===== src/verilog/soc_dev_pkg.sv =====
package soc_dev_pkg;

    // ------------------------------------------------------------------------
    // Bus widths and master count
    // ------------------------------------------------------------------------
    localparam int XLEN        = 32;
    localparam int BE_W        = XLEN / 8;       // One enable per byte lane
    localparam int NUM_MASTERS = 2;
    localparam int MASTER_ID_W = 1;

    typedef logic [XLEN-1:0]        addr_t;
    typedef logic [XLEN-1:0]        data_t;
    typedef logic [BE_W-1:0]        be_t;
    typedef logic [MASTER_ID_W-1:0] master_id_t;

    // ------------------------------------------------------------------------
    // Address map
    // ------------------------------------------------------------------------
    localparam int DEV_PAGE_MSB = 31;            // Top address byte picks the device
    localparam int DEV_PAGE_LSB = 24;
    localparam logic [DEV_PAGE_MSB-DEV_PAGE_LSB:0] UART_PAGE = 8'hC0;

    localparam int UART_REG_MSB = 3;             // Word-aligned register index
    localparam int UART_REG_LSB = 2;

    typedef enum logic {
        TGT_UART,
        TGT_NONE                                 // Unmapped page, answered locally
    } dev_target_e;

    typedef enum logic [UART_REG_MSB-UART_REG_LSB:0] {
        UART_REG_TXDATA = 2'd0,
        UART_REG_STATUS = 2'd1
    } uart_reg_e;

    // UART serial timing
    localparam int CLK_PER_BIT    = 16;
    localparam int UART_DATA_BITS = 8;
    localparam int CYC_CNT_W      = $clog2(CLK_PER_BIT);
    localparam int BIT_CNT_W      = $clog2(UART_DATA_BITS);

    typedef enum logic {ARB_IDLE, ARB_WAIT} arb_state_e;

    typedef enum logic [1:0] {TX_IDLE, TX_START, TX_DATA, TX_STOP} tx_state_e;

endpackage


===== src/verilog/dev_bus_if.sv =====
interface dev_bus_if
    import soc_dev_pkg::*;
();

    // Request, driven by the master
    logic  strobe;                               // One-cycle pulse per request
    addr_t addr;
    logic  we;                                   // 1 for write, 0 for read
    be_t   be;
    data_t wdata;

    // Response, driven by the slave
    logic  ready;                                // One-cycle pulse, rdata valid
    data_t rdata;

    modport master (
        output strobe, addr, we, be, wdata,
        input  ready, rdata
    );

    modport slave (
        input  strobe, addr, we, be, wdata,
        output ready, rdata
    );

endinterface


===== src/verilog/dev_arbiter.sv =====
module dev_arbiter
    import soc_dev_pkg::*;
(
    input  logic                   clk,
    input  logic                   usr_reset,

    // Per-master request side
    input  logic [NUM_MASTERS-1:0] m_strobe_i,
    input  addr_t                  m_addr_i  [NUM_MASTERS],
    input  logic [NUM_MASTERS-1:0] m_we_i,
    input  be_t                    m_be_i    [NUM_MASTERS],
    input  data_t                  m_wdata_i [NUM_MASTERS],
    output logic [NUM_MASTERS-1:0] m_ready_o,
    output data_t                  m_rdata_o [NUM_MASTERS],

    // Shared device bus toward the decoder
    dev_bus_if.master              bus
);

    arb_state_e             state_q;
    master_id_t             grant_q;             // Master owning the bus
    master_id_t             grant_idx;
    logic                   any_pending;
    logic                   bus_strobe_q;
    logic [NUM_MASTERS-1:0] pending_q;
    logic [NUM_MASTERS-1:0] resp_sel;

    addr_t                  req_addr_q  [NUM_MASTERS];
    logic [NUM_MASTERS-1:0] req_we_q;
    be_t                    req_be_q    [NUM_MASTERS];
    data_t                  req_wdata_q [NUM_MASTERS];

    // ------------------------------------------------------------------------
    // Request capture, one slot per master
    // ------------------------------------------------------------------------
    always_ff @(posedge clk) begin
        for (int k = 0; k < NUM_MASTERS; k++) begin
            if (m_strobe_i[k]) begin             // Payload held until served
                req_addr_q[k]  <= m_addr_i[k];
                req_we_q[k]    <= m_we_i[k];
                req_be_q[k]    <= m_be_i[k];
                req_wdata_q[k] <= m_wdata_i[k];
            end
        end
    end

    always_ff @(posedge clk) begin
        if (usr_reset) begin
            pending_q <= '0;
        end else begin
            for (int k = 0; k < NUM_MASTERS; k++) begin
                if (m_strobe_i[k])
                    pending_q[k] <= 1'b1;
                else if (m_ready_o[k])           // Served, slot free again
                    pending_q[k] <= 1'b0;
            end
        end
    end

    // Fixed priority, lowest index wins
    always_comb begin
        grant_idx   = '0;
        any_pending = |pending_q;
        for (int k = NUM_MASTERS - 1; k >= 0; k--) begin
            if (pending_q[k])
                grant_idx = master_id_t'(k);
        end
    end

    // ------------------------------------------------------------------------
    // Grant FSM, one request on the bus at a time
    // ------------------------------------------------------------------------
    always_ff @(posedge clk) begin
        if (usr_reset) begin
            state_q      <= ARB_IDLE;
            grant_q      <= '0;
            bus_strobe_q <= 1'b0;
        end else begin
            bus_strobe_q <= 1'b0;                // Strobe lasts one cycle
            case (state_q)
                ARB_IDLE: begin
                    if (any_pending) begin
                        grant_q      <= grant_idx;
                        bus_strobe_q <= 1'b1;
                        state_q      <= ARB_WAIT;
                    end
                end
                ARB_WAIT: begin
                    if (bus.ready)
                        state_q <= ARB_IDLE;
                end
                default: state_q <= ARB_IDLE;
            endcase
        end
    end

    // Granted request straight from its slot
    assign bus.strobe = bus_strobe_q;
    assign bus.addr   = req_addr_q[grant_q];
    assign bus.we     = req_we_q[grant_q];
    assign bus.be     = req_be_q[grant_q];
    assign bus.wdata  = req_wdata_q[grant_q];

    // Response back to the granted master only
    always_comb begin
        for (int k = 0; k < NUM_MASTERS; k++) begin
            resp_sel[k]  = (state_q == ARB_WAIT) && (grant_q == master_id_t'(k));
            m_ready_o[k] = resp_sel[k] & bus.ready;
            m_rdata_o[k] = resp_sel[k] ? bus.rdata : '0;
        end
    end

endmodule


===== src/verilog/dev_decode.sv =====
module dev_decode
    import soc_dev_pkg::*;
(
    input  logic      clk,
    input  logic      usr_reset,
    dev_bus_if.slave  host,                      // From the arbiter
    dev_bus_if.master uart                       // To the UART controller
);

    dev_target_e target;
    logic        none_ready_q;                   // Local answer for unmapped pages

    // ------------------------------------------------------------------------
    // Page decode
    // ------------------------------------------------------------------------
    // Address is held by the arbiter until ready, so the target stays valid
    // for the whole access and also steers the response
    always_comb begin
        if (host.addr[DEV_PAGE_MSB:DEV_PAGE_LSB] == UART_PAGE)
            target = TGT_UART;
        else
            target = TGT_NONE;
    end

    // Forward to the UART, strobe gated by the target
    assign uart.strobe = host.strobe && (target == TGT_UART);
    assign uart.addr   = host.addr;
    assign uart.we     = host.we;
    assign uart.be     = host.be;
    assign uart.wdata  = host.wdata;

    // Unmapped access gets ready one cycle after its strobe
    always_ff @(posedge clk) begin
        if (usr_reset)
            none_ready_q <= 1'b0;
        else
            none_ready_q <= host.strobe && (target == TGT_NONE);
    end

    // ------------------------------------------------------------------------
    // Response mux
    // ------------------------------------------------------------------------
    always_comb begin
        case (target)
            TGT_UART: begin
                host.ready = uart.ready;
                host.rdata = uart.rdata;
            end
            default: begin
                host.ready = none_ready_q;
                host.rdata = '0;                 // Unmapped reads return zero
            end
        endcase
    end

endmodule


===== src/verilog/uart_tx_dev.sv =====
module uart_tx_dev
    import soc_dev_pkg::*;
(
    input  logic     clk,
    input  logic     usr_reset,
    dev_bus_if.slave bus,
    output logic     uart_tx_o
);

    logic [UART_REG_MSB-UART_REG_LSB:0] reg_idx;
    logic                               busy;
    logic                               start;
    logic                               bit_end;     // Last cycle of a serial bit

    tx_state_e                          state_q;
    logic [CYC_CNT_W-1:0]               cyc_cnt_q;
    logic [BIT_CNT_W-1:0]               bit_cnt_q;
    logic [UART_DATA_BITS-1:0]          shift_q;     // LSB goes out first
    logic                               ready_q;
    data_t                              rdata_q;

    assign reg_idx = bus.addr[UART_REG_MSB:UART_REG_LSB];
    assign busy    = (state_q != TX_IDLE);

    // TX data write with lane 0 enabled, dropped while a frame is running
    assign start = bus.strobe && bus.we && bus.be[0]
                && (reg_idx == UART_REG_TXDATA) && !busy;

    // ------------------------------------------------------------------------
    // Register access, every strobe is acknowledged
    // ------------------------------------------------------------------------
    always_ff @(posedge clk) begin
        if (usr_reset)
            ready_q <= 1'b0;
        else
            ready_q <= bus.strobe;
    end

    always_ff @(posedge clk) begin
        if (bus.strobe) begin
            if (!bus.we && (reg_idx == UART_REG_STATUS))
                rdata_q <= {{(XLEN-1){1'b0}}, busy};  // Bit 0 is TX busy
            else
                rdata_q <= '0;
        end
    end

    assign bus.ready = ready_q;
    assign bus.rdata = rdata_q;

    // ------------------------------------------------------------------------
    // Frame generator, start bit, data bits, stop bit
    // ------------------------------------------------------------------------
    assign bit_end = (cyc_cnt_q == CYC_CNT_W'(CLK_PER_BIT - 1));

    always_ff @(posedge clk) begin
        if (usr_reset) begin
            state_q   <= TX_IDLE;
            cyc_cnt_q <= '0;
            bit_cnt_q <= '0;
        end else begin
            if (state_q == TX_IDLE || bit_end)
                cyc_cnt_q <= '0;
            else
                cyc_cnt_q <= cyc_cnt_q + 1'b1;

            case (state_q)
                TX_IDLE: begin
                    if (start)
                        state_q <= TX_START;
                end
                TX_START: begin
                    if (bit_end) begin
                        bit_cnt_q <= '0;
                        state_q   <= TX_DATA;
                    end
                end
                TX_DATA: begin
                    if (bit_end) begin
                        bit_cnt_q <= bit_cnt_q + 1'b1;
                        if (bit_cnt_q == BIT_CNT_W'(UART_DATA_BITS - 1))
                            state_q <= TX_STOP;      // All data bits sent
                    end
                end
                TX_STOP: begin
                    if (bit_end)
                        state_q <= TX_IDLE;
                end
                default: state_q <= TX_IDLE;
            endcase
        end
    end

    // Byte loaded on start, shifted at the end of each data bit
    always_ff @(posedge clk) begin
        if (start)
            shift_q <= bus.wdata[UART_DATA_BITS-1:0];
        else if (state_q == TX_DATA && bit_end)
            shift_q <= shift_q >> 1;
    end

    // Line idles high
    always_comb begin
        case (state_q)
            TX_START: uart_tx_o = 1'b0;
            TX_DATA:  uart_tx_o = shift_q[0];
            default:  uart_tx_o = 1'b1;
        endcase
    end

endmodule


===== src/verilog/soc_dev_top.sv =====
module soc_dev_top
    import soc_dev_pkg::*;
(
    input  logic                   clk,
    input  logic                   usr_reset,

    // Device bus ports, one set per master
    input  logic [NUM_MASTERS-1:0] m_strobe_i,
    input  addr_t                  m_addr_i  [NUM_MASTERS],
    input  logic [NUM_MASTERS-1:0] m_we_i,
    input  be_t                    m_be_i    [NUM_MASTERS],
    input  data_t                  m_wdata_i [NUM_MASTERS],
    output logic [NUM_MASTERS-1:0] m_ready_o,
    output data_t                  m_rdata_o [NUM_MASTERS],

    output logic                   uart_tx_o     // Serial line, idle high
);

    dev_bus_if arb_bus ();                       // Arbiter to decoder
    dev_bus_if uart_bus ();                      // Decoder to UART

    // ------------------------------------------------------------------------
    // Arbiter, decoder, UART
    // ------------------------------------------------------------------------
    dev_arbiter arb0 (
        .clk        (clk),
        .usr_reset  (usr_reset),
        .m_strobe_i (m_strobe_i),
        .m_addr_i   (m_addr_i),
        .m_we_i     (m_we_i),
        .m_be_i     (m_be_i),
        .m_wdata_i  (m_wdata_i),
        .m_ready_o  (m_ready_o),
        .m_rdata_o  (m_rdata_o),
        .bus        (arb_bus.master)
    );

    dev_decode dec0 (
        .clk        (clk),
        .usr_reset  (usr_reset),
        .host       (arb_bus.slave),
        .uart       (uart_bus.master)
    );

    // Page C0, transmit only
    uart_tx_dev uart0 (
        .clk        (clk),
        .usr_reset  (usr_reset),
        .bus        (uart_bus.slave),
        .uart_tx_o  (uart_tx_o)
    );

endmodule


===== config.mk =====
export PLATFORM = sky130hd
export DESIGN_NAME = soc_dev_top
export DESIGN_NICKNAME = d
export VERILOG_FILES = /design/src/verilog/soc_dev_pkg.sv /design/src/verilog/dev_bus_if.sv /design/src/verilog/dev_arbiter.sv /design/src/verilog/dev_decode.sv /design/src/verilog/uart_tx_dev.sv /design/src/verilog/soc_dev_top.sv
export SDC_FILE = /design/constraint.sdc
export NUM_CORES = 1
export LEC_CHECK = 0
export BUFFER_PORTS_ARGS = -buffer_cell sky130_fd_sc_hd__buf_2
export CORE_ASPECT_RATIO = 0.8
export CORE_MARGIN = 4
export CORE_UTILIZATION = 30
export DETAILED_ROUTE_END_ITERATION = 12
export GPL_ROUTABILITY_DRIVEN = 0
export GPL_TIMING_DRIVEN = 0
export PLACE_DENSITY = 0.71
export SKIP_LAST_GASP = 1
export SLEW_MARGIN = 30
export SYNTH_ARGS = -nofsm -noshare
export SYNTH_HDL_FRONTEND = slang
export SYNTH_SLANG_ARGS = --single-unit

===== constraint.sdc =====
create_clock -name clk -period 2.4 [get_ports clk]
set_input_delay 0.48 -clock clk [delete_from_list [all_inputs] [get_ports clk]]
set_output_delay 0.48 -clock clk [all_outputs]
set_load 0.005 [all_outputs]

==> flow_summary_export.csv, run 1 <==
group,metric,value,unit
synth,netlist_area,3117,sq um
grt,globalRoute.totalOverflow,0,
outcome,status,"finished with violations",
clocking,cts.reportedPaths.clkPinSlew,60,ps
final_layout,mostFrequentLayoutCell,"buf_4",
placement,dp_cells,483,
die,die_h,99.17,um
clocking,clk_latency,320,ps
detailed_routing,drt-wirelength-per-cell,10.63,um
detailed_routing,dr_total_vias,1916,
setup_path,worst-endpoint-arrival,1920,ps
clocking,root_buffer,"clkbuf_16",
clocking,holdBufCountCts,0,
final_layout,post_route_cells_drive_above_1_share,42.39,%
die,initial_core_utilization,31.52,%
synth,syn_inst,238,
detailed_routing,drt.antenna.violating_nets,0,
synth,synth-seq-area-share,58.13,%
final_layout,synthToLayoutAreaGrowth,32.48,%
grt,via_count_of_the_first_global_routing_pass,1897,
setup_path,critical_path.endpoint_type,"output port",
synth,yosys_register_bits,66,
min_path,hold-path-endpoint,"arb0.req_wdata_q[0][7]",
detailed_routing,routed_wirelength,5355,um
detailed_routing,route.detailed.vias_per_inst,3.802,
final_layout,layout.cells.most_common_list,"buf_4 (66), conb_1 (62), edfxtp_1 (49)",
clocking,cts_tree,"built",
clocking,cts_htree_levels,3,
clocking,clock_path_buffers,2,
final_layout,antennaDiodeCount,0,
die,die-width,122.0,um
final_layout,final_nets,513,
setup_path,ff2ff_path_depth,8,
power,p_total,2.852,mW
setup_path,timing.setup.critical_path_class,"reg2out",
setup_path,crit-reg2reg-launch,"arb0.req_addr_q[0][29]",
setup_path,cpMaxStageDelayCell,"edfxtp_1",
setup_path,cp_cell_sequence,"nor4_2, nand3_1, o41ai_4, buf_6, mux2i_4, buf_2",
power,power_density,690.8,nW/um^2
setup_path,worst_reg2reg_path_endpoint,"uart0.shift_q[6]",
setup_path,critPathMaxStageDelay,380,ps
synth,synth_warnings,0,
grt,grt_usage,8.936,%
die,boundaryPins,209,
sta,post-route-period-util,100.1,%
clocking,clock-sinks,66,
min_path,hp-start,"m_wdata_i[39]",
final_layout,final-instance-count-excl-fill,504,
detailed_routing,drtPass1Iterations,4,
setup_path,data_required_time_at_the_worst_endpoint,1920,ps
die,die_area,12090,sq um
min_path,min_delay_path_depth,1,
setup_path,startpoint_type,"flip-flop",
placement,io_buffers,48,
synth,postSynthAreaPerCell,13.10,sq um
grt,grt_start_max_net_pins,22,
detailed_routing,drtIter0Drc,57,
flow_run,drv.max_cap_violation_count,0,
sta,setup_viol,1,
grt,first_pass_grt_wire_length,8556,um
setup_path,worst-path-max-fanout,4,
power,static-leakage-power,1.831,nW
detailed_routing,drcViolationCount,0,
outcome,violations,"setup timing",
sta,final.min_clock_period,2404,ps
power,irDropWorstVdd,0.4906,mV
sta,grt_setup_unrepaired,"yes",
sta,hold_viol_final,0,
synth,yosysUniqueCellTypes,40,
min_path,hold_path.class,"in2reg",
sta,timing.slew.headroom,61.70,%
sta,max_freq,416.0,MHz
setup_path,internal_reg_to_reg_setup_slack,100,ps
die,design.core.area,9889,sq um
sta,drv_slew,0,
sta,worst_pin_slew,574.6,ps
grt,number_of_antenna_violations_at_the_first_check_in_global_routing,0,
sta,timing.clock.skew,5.934,ps
clocking,cts_buffers,9,
placement,hpwl,4009,um
die,placementRows,32,
sta,post-route-worst-setup-slack,-3.572,ps
-- cell type report --
type	instances	area, sq um
fill	901	5761
sequential	66	1812
multi-input combinational	158	1044
buffer	68	495.5
timing repair buffer	53	281.5
clock buffer	9	225.2
tap	136	170.2
clock inverter	7	75.07
inverter	7	26.28
-- critical path: cells and delay by family, from the launching register on --
family / cells / cell delay [ps]
simple gates: 2 / 450
flops: 1 / 380
buf+inv: 2 / 320
compound gates: 1 / 230
mux: 1 / 230
-- per-layer routing --
layer | part of all wire (%) | routed length (um) | global-route usage (%)
met5 | 0 | 0 | 0
met4 | 0.84 | 45 | 2.842
met3 | 11 | 608 | 3.752
met2 | 43 | 2325 | 13.96
met1 | 44 | 2375 | 11.28
-- how the worst max path moves through the flow --
stage | start | to | slack (ps) | cells after the start
floorplan | arb0.req_addr_q[0][26] | uart0.shift_q[0] | 250 | 6
global placement | arb0.req_addr_q[0][26] | uart0.shift_q[7] | -30 | 6
detailed placement | arb0.req_addr_q[0][26] | uart0.shift_q[4] | -100 | 6
CTS | arb0.req_addr_q[0][26] | m_ready_o[1] | -130 | 6
global route | arb0.req_addr_q[0][29] | m_ready_o[0] | -120 | 6
finish | arb0.req_addr_q[0][29] | m_ready_o[1] | -4 | 6
-- timing repair --
action | 4_1_cts | 5_1_grt
gates cloned | 0 | 1
buffers inserted | 4 | 0
endpoints found under the setup margin | 19 | 19
pin swaps | 2 | 3
gates resized for setup | 3 | 7
-- stage by stage --
step                      util, %  worst slack, ps  instance area, sq um  hold WS [ps]  setup TNS [ps]
final                       41.75           -3.572                  4129         325.5          -3.572
after CTS                   41.41           -125.5                  4095         318.5          -385.0
after global routing        41.75           -122.5                  4129         315.7          -524.4
after global placement      37.98           -31.68                  3756         443.8          -251.7
after detailed placement    37.98           -96.56                  3756         453.8          -852.8
after floorplan                 -            250.6                  3346         431.9               0
-- sequential cells by signal, indices dropped and copies added (netlist names), 2 cells and up, named ones only --
name / count
uart0.bit_cnt_q: 3
arb0.pending_q: 2
arb0.req_be_q: 2
arb0.req_addr_q: 20
uart0.shift_q: 8
uart0.state_q: 2
arb0.req_wdata_q: 16
arb0.req_we_q: 2
uart0.cyc_cnt_q: 4
-- cells in the mapped netlist --
cell	instances	area, sq um
buf_4	62	465.5
edfxtp_1	49	1471
dfxtp_1	17	340.3
nand2_1	13	48.80
ha_1	8	100.1
mux2_2	8	90.09
mux2_4	7	105.1
mux2i_1	7	70.07
nor2_1	7	26.28
inv_1	6	22.52
clkbuf_1	5	18.77
a21oi_1	4	20.02
nand3_1	4	20.02
nor3_1	4	20.02
nand4_1	3	18.77
nor3b_1	3	22.52
nor4_1	3	18.77
o21ai_0	3	15.01
nand2b_1	2	12.51
nor4b_1	2	17.52
o2bb2ai_1	2	17.52
a211oi_1	1	7.510
a21o_1	1	7.510
a31o_2	1	8.760
and2_2	1	7.510
and3_1	1	6.260
and3_2	1	7.510
and4_1	1	8.760
buf_6	1	11.26
clkinv_1	1	3.750
conb_1	1	3.750
nor2b_1	1	6.260
nor4_2	1	12.51
nor4bb_1	1	10.01
o2111a_1	1	11.26
o21a_1	1	7.510
o32a_1	1	10.01
o41ai_4	1	27.53
xnor2_1	1	8.760
xor2_1	1	8.760
-- where the power goes --
group,internal (mW),switching (mW)
Combinational,0.129,0.0988
Clock,0.810,0.483
Sequential,1.30,0.0341
-- cell families after synthesis --
family	Yosys count	synth area share [%]
and+or+nand+nor	48	8.471
xor gates and xnor gates	2	0.5621
muxes	22	8.511
other	1	0.1203
adders and majority gates	8	3.212
buffers and inverters	75	16.74
DFF	66	58.13
AOI/OAI and AO/OA	16	4.256
Note: power is estimated with default switching activity, not from simulation.
==> run 2: changes to the inputs <==
Settings changed: ABC_CLOCK_PERIOD_IN_PS from default to 2400, CORE_ASPECT_RATIO 0.8 to default, PLACE_DENSITY 0.71 to 0.61, SYNTH_HIERARCHICAL from default to 1.
==> run 2 against run 1 <==
Effect of this change: die area up 18%; clock skew rose by 1.2 ps; cell count up 21%; utilization decreased by 1.3 points; global-route usage grew 1.6 points; the flow still finishes with violations (setup timing); fmax is 21% lower; clock power rose by 7%; flip-flop and latch count unchanged; critical path type unchanged; largest power group is now the clock network; first-iteration DRC count up 120%; synthesized area grew 20%; sequential share of layout area down 6.8 points; worst setup slack got worse by 630 ps.
==> flow_summary_export.csv, run 2 <==
group,metric,value,unit
power,static-leakage-power,2.265,nW
detailed_routing,drtIter0Drc,125,
final_layout,regMostFlops,"arb0/req_addr_q",
placement,postPlaceCellArea,4322,sq um
setup_path,data_required_time_at_the_worst_endpoint,1920,ps
sta,post-route-worst-setup-slack,-629.8,ps
power,irDropWorstVdd,0.4768,mV
setup_path,critical_path.endpoint_type,"output port",
setup_path,worst-endpoint-arrival,2550,ps
clocking,cts_buffers,9,
final_layout,synthToLayoutAreaGrowth,30.72,%
grt,number_of_antenna_violations_at_the_first_check_in_global_routing,0,
flow_run,drv.max_cap_violation_count,0,
placement,dp_cells,573,
grt,first_pass_grt_wire_length,12100,um
min_path,hold_path.class,"in2reg",
sta,fin_worst_hold_slack,332.2,ps
synth,syn_inst,327,
final_layout,post-route-util,40.40,%
sta,worst_pin_slew,552.4,ps
final_layout,multiInputGateArea,1603,sq um
sta,grt_setup_unrepaired,"yes",
outcome,violations,"setup timing",
final_layout,mostFrequentLayoutCell,"buf_4",
clocking,clock_path_buffers,2,
die,die_h,119.7,um
detailed_routing,dr_total_vias,2470,
setup_path,critPathMaxStageDelay,550,ps
setup_path,critical-path-top-cell-by-count,"mux2_4",
final_layout,final_design_area_no_fill,4893,sq um
sta,drv_slew,0,
setup_path,worst-path-max-fanout,5,
placement,hpwl,5408,um
die,initial_core_utilization,30.91,%
detailed_routing,drt.antenna.violating_nets,0,
final_layout,sequential_cell_area,1815,sq um
grt,via_count_of_the_first_global_routing_pass,2453,
final_layout,antennaDiodeCount,0,
setup_path,critical_path.top_delay_family,"simple AND/OR/NAND/NOR gates",
sta,max_freq,330.1,MHz
detailed_routing,drtPass1Iterations,4,
synth,netlist_area,3744,sq um
placement,detailedPlace.worstSlack,-846.7,ps
synth,synth_warnings,6,
clocking,root_buffer,"clkbuf_16",
setup_path,cpMaxStageDelayCell,"or4_4",
final_layout,layout_top_registers,"arb0/req_addr_q x20, arb0/req_wdata_q x16, uart0/shift_q x8",
die,die-width,119.7,um
detailed_routing,routed_wirelength,7526,um
grt,globalRoute.totalOverflow,0,
detailed_routing,drt-wirelength-per-cell,12.38,um
sta,timing.slew.headroom,63.17,%
die,design.core.area,12110,sq um
sta,timing.clock.skew,7.145,ps
final_layout,largest_register_ff_count,20,
sta,hold_viol_final,0,
synth,postSynthAreaPerCell,11.45,sq um
placement,io_buffers,48,
clocking,cts_htree_levels,3,
detailed_routing,route.detailed.vias_per_inst,4.063,
sta,post-route-period-util,126.2,%
grt,grt_start_max_net_pins,23,
sta,setup_viol,25,
die,placementRows,40,
final_layout,layout.cells.most_common_list,"buf_4 (59), buf_2 (50), edfxtp_1 (49)",
detailed_routing,drcViolationCount,0,
final_layout,fillerInstances,1188,
grt,grt_usage,10.58,%
sta,final.min_clock_period,3030,ps
clocking,cts.reportedPaths.clkPinSlew,50,ps
die,boundaryPins,209,
setup_path,critPathBufInv,3,
outcome,status,"finished with violations",
clocking,cts_tree,"built",
setup_path,startpoint_type,"flip-flop",
clocking,clk_latency,320,ps
die,die_area,14330,sq um
final_layout,final_nets,585,
setup_path,cp_cell_sequence,"buf_6, mux2_4, or4_4, nor4_4, buf_4, mux2_4, and2_1, buf_2",
final_layout,post_route_cells_drive_above_1_share,45.68,%
power,power_density,626.6,nW/um^2
min_path,hp-start,"m_wdata_i[0]",
clocking,clock-sinks,66,
setup_path,timing.setup.critical_path_class,"reg2out",
final_layout,final-instance-count-excl-fill,608,
clocking,holdBufCountCts,0,
run 2: final timing paths:
kind	endpoint	slack (ps)	depth (start not counted)
worst max-delay path	m_ready_o[0]	-630	8
worst max register to register	uart0/shift_q[2]	-580	11
worst min-delay path	arb0/req_wdata_q[1][0]	330	1
worst min register to register	uart0/cyc_cnt_q[0]	450	1
run 2: area by class of cell:
type / instances / area share, %
flip-flops and latches: 66 / 37.10
multi-input cells: 215 / 32.75
repair buffers: 69 / 9.358
plain buffers: 65 / 9.256
clock buffers: 11 / 4.960
well taps: 168 / 4.296
clock inverters: 5 / 1.585
inverters: 9 / 0.6904
run 2: metrics by stage:
stage               power [mW]  TNS, ps
global placement         1.694   -17280
CTS                      3.096   -14790
floorplan                1.596    -6952
global route             3.211   -14570
detailed placement       1.704   -16570
finish                   3.066   -11720
run 2: timing repair:
action | 4_1_cts | 5_1_grt
cloned | 1 | 0
pin swaps | 9 | 3
endpoints found under the setup margin | 25 | 27
resized for setup | 21 | 2
buffers inserted | 21 | 4
run 2: layer usage:
metal	wire, um	track usage [%]	part of all wire, %
met1	3288	12.67	44
met2	3802	18.57	51
met3	352	2.828	4.7
met4	82	3.150	1.1
met5	0	0	0
run 2: where the power goes:
part	switching [mW]	internal (mW)	total [mW]
Combinational	0.171	0.196	0.367
Sequential	0.0226	1.30	1.32
Clock	0.443	0.933	1.38
Total	0.636	2.43	3.07
==> run 3: changes to the inputs <==
Settings changed: CORE_UTILIZATION 30 to 48, PLACE_DENSITY 0.61 to 0.84.
==> run 3 against run 2 <==
Effect of this change: the run still ends with setup timing left; cell count is 12% lower; worst setup slack worse by 31 ps; hold slack worse by 15 ps; critical path type unchanged; critical path depth is 1 higher; utilization is 23 points higher; largest power group is now sequential cells; highest routed layer unchanged; count of clock-buffer cells in the layout is 1 lower; register-to-register slack better by 70 ps; critical endpoint is now m_ready_o[1].
==> flow_summary_export.csv, run 3 (synthesis gave the netlist of run 2 again) <==
group,metric,value,unit
die,die-width,96.31,um
detailed_routing,dr_total_vias,2503,
die,placementRows,31,
min_path,hp-start,"m_wdata_i[39]",
grt,via_count_of_the_first_global_routing_pass,2465,
final_layout,regMostFlops,"arb0/req_addr_q",
sta,totalNegativeSetupSlack,-10080,ps
final_layout,layout.cells.most_common_list,"buf_4 (56), buf_2 (50), edfxtp_1 (49)",
setup_path,internal_reg_to_reg_setup_slack,-510,ps
clocking,clock-sinks,66,
grt,number_of_antenna_violations_at_the_first_check_in_global_routing,0,
detailed_routing,drcViolationCount,0,
die,initial_core_utilization,50.53,%
outcome,violations,"setup timing",
die,die_h,96.31,um
sta,post-route-period-util,127.5,%
sta,grt_setup_unrepaired,"yes",
min_path,hold_path.class,"in2reg",
placement,io_buffers,48,
setup_path,ff2ff_path_depth,12,
power,power_density,544.4,nW/um^2
final_layout,antennaDiodeCount,0,
setup_path,worst-path-max-fanout,4,
final_layout,final_nets,582,
flow_run,drv.max_cap_violation_count,0,
sta,hold_viol_final,0,
final_layout,post_route_cells_drive_above_1_share,44.95,%
setup_path,critical_path.endpoint_type,"output port",
clocking,holdBufCountCts,0,
sta,setup_viol,24,
sta,worst_pin_slew,523.9,ps
grt,grt_usage,16.81,%
final_layout,synthToLayoutAreaGrowth,24.63,%
die,boundaryPins,209,
setup_path,timing.setup.critical_path_class,"reg2out",
final_layout,layout_top_registers,"arb0/req_addr_q x20, arb0/req_wdata_q x16, uart0/shift_q x8",
detailed_routing,drt.antenna.violating_nets,0,
sta,timing.slew.headroom,65.07,%
grt,first_pass_grt_wire_length,11720,um
detailed_routing,route.detailed.vias_per_inst,4.679,
clocking,clk_latency,330,ps
setup_path,worst_reg2reg_path_endpoint,"uart0/shift_q[1]",
final_layout,mostFrequentLayoutCell,"buf_4",
clocking,root_buffer,"clkbuf_8",
detailed_routing,routed_wirelength,7424,um
die,design.core.area,7408,sq um
detailed_routing,drtPass1Iterations,4,
sta,max_freq,326.7,MHz
clocking,cts_buffers,9,
min_path,hold-path-endpoint,"arb0/req_wdata_q[0][7]",
sta,final.min_clock_period,3060,ps
detailed_routing,drt-wirelength-per-cell,13.88,um
clocking,cts.reportedPaths.clkPinSlew,60,ps
final_layout,post-route-util,62.98,%
final_layout,fillerInstances,590,
clocking,cts_tree,"built",
final_layout,largest_register_ff_count,20,
outcome,status,"finished with violations",
setup_path,worst-endpoint-arrival,2580,ps
clocking,cts_htree_levels,3,
setup_path,startpoint_type,"flip-flop",
setup_path,data_required_time_at_the_worst_endpoint,1920,ps
min_path,min_delay_path_depth,1,
grt,grt_start_max_net_pins,23,
placement,hpwl,5191,um
power,static-leakage-power,2.184,nW
die,die_area,9276,sq um
sta,post-route-worst-setup-slack,-660.5,ps
grt,globalRoute.totalOverflow,0,
power,irDropWorstVdd,0.4334,mV
sta,drv_slew,0,
clocking,clock_path_buffers,2,
sta,timing.clock.skew,5.038,ps
detailed_routing,drtIter0Drc,106,
[run 3: cell type report]
class,instances,area (sq um),area share (%)
clock buffers,10,127.6,2.735
multi-input cells,215,1618,34.67
clock inverters,5,46.29,0.9922
inverters,9,33.78,0.7241
plain buffers,66,462.9,9.922
well taps,99,123.9,2.655
repair buffers,65,437.9,9.386
flip-flops and latches,66,1815,38.91
[run 3: power by group]
part | internal, mW | total, mW | switching, mW
clock network | 0.462 | 0.842 | 0.381
logic | 0.198 | 0.373 | 0.175
registers | 1.30 | 1.32 | 0.0250
total | 1.96 | 2.54 | 0.580
[run 3: critical path: stages, from the launching register on]
cell     delay (ps)
dfxtp_4         350
buf_6           130
buf_12          120
mux2_4          280
or4_4           430
nor4_4          170
buf_4           180
mux2_4          300
and3_4          180
buf_6           110
[run 3: worst max-delay path by stage]
stage / from / endpoint / slack (ps) / cells after the start
after floorplan: flip-flop / uart0/shift_q[0] / -410 / 10
after global placement: flip-flop / uart0/shift_q[7] / -730 / 10
after detailed placement: flip-flop / uart0/shift_q[7] / -740 / 10
after CTS: flip-flop / m_ready_o[1] / -810 / 8
after global routing: flip-flop / m_ready_o[1] / -750 / 8
final: flip-flop / m_ready_o[1] / -660 / 9
[run 3: through the flow]
step	area [sq um]	worst slack, ps	hold slack [ps]	power [mW]	instances
global route	4666	-746.9	288.8	2.666	535
CTS	4559	-809.3	303.5	2.550	529
global placement	4235	-725.7	443.8	1.688	504
detailed placement	4235	-736.6	453.8	1.704	504
floorplan	3871	-406.3	426.1	1.596	357
finish	4666	-660.5	317.0	2.540	535
[run 3: repair_timing]
item,CTS,global route
pin swaps,11,4
endpoints found under the hold margin,0,0
gates resized for setup,17,6
buffers inserted,11,9
endpoints found under the setup margin,25,27
[run 3: metal layers]
metal	part of all wire (%)	up-vias	wire length, um	GRT usage (%)
met5	0	-	0	0
met3	7.3	6	539	5.864
met2	51	77	3751	27.26
met4	0.81	0	60	4.206
li1	-	1257	-	-
met1	41	1163	3073	21.52
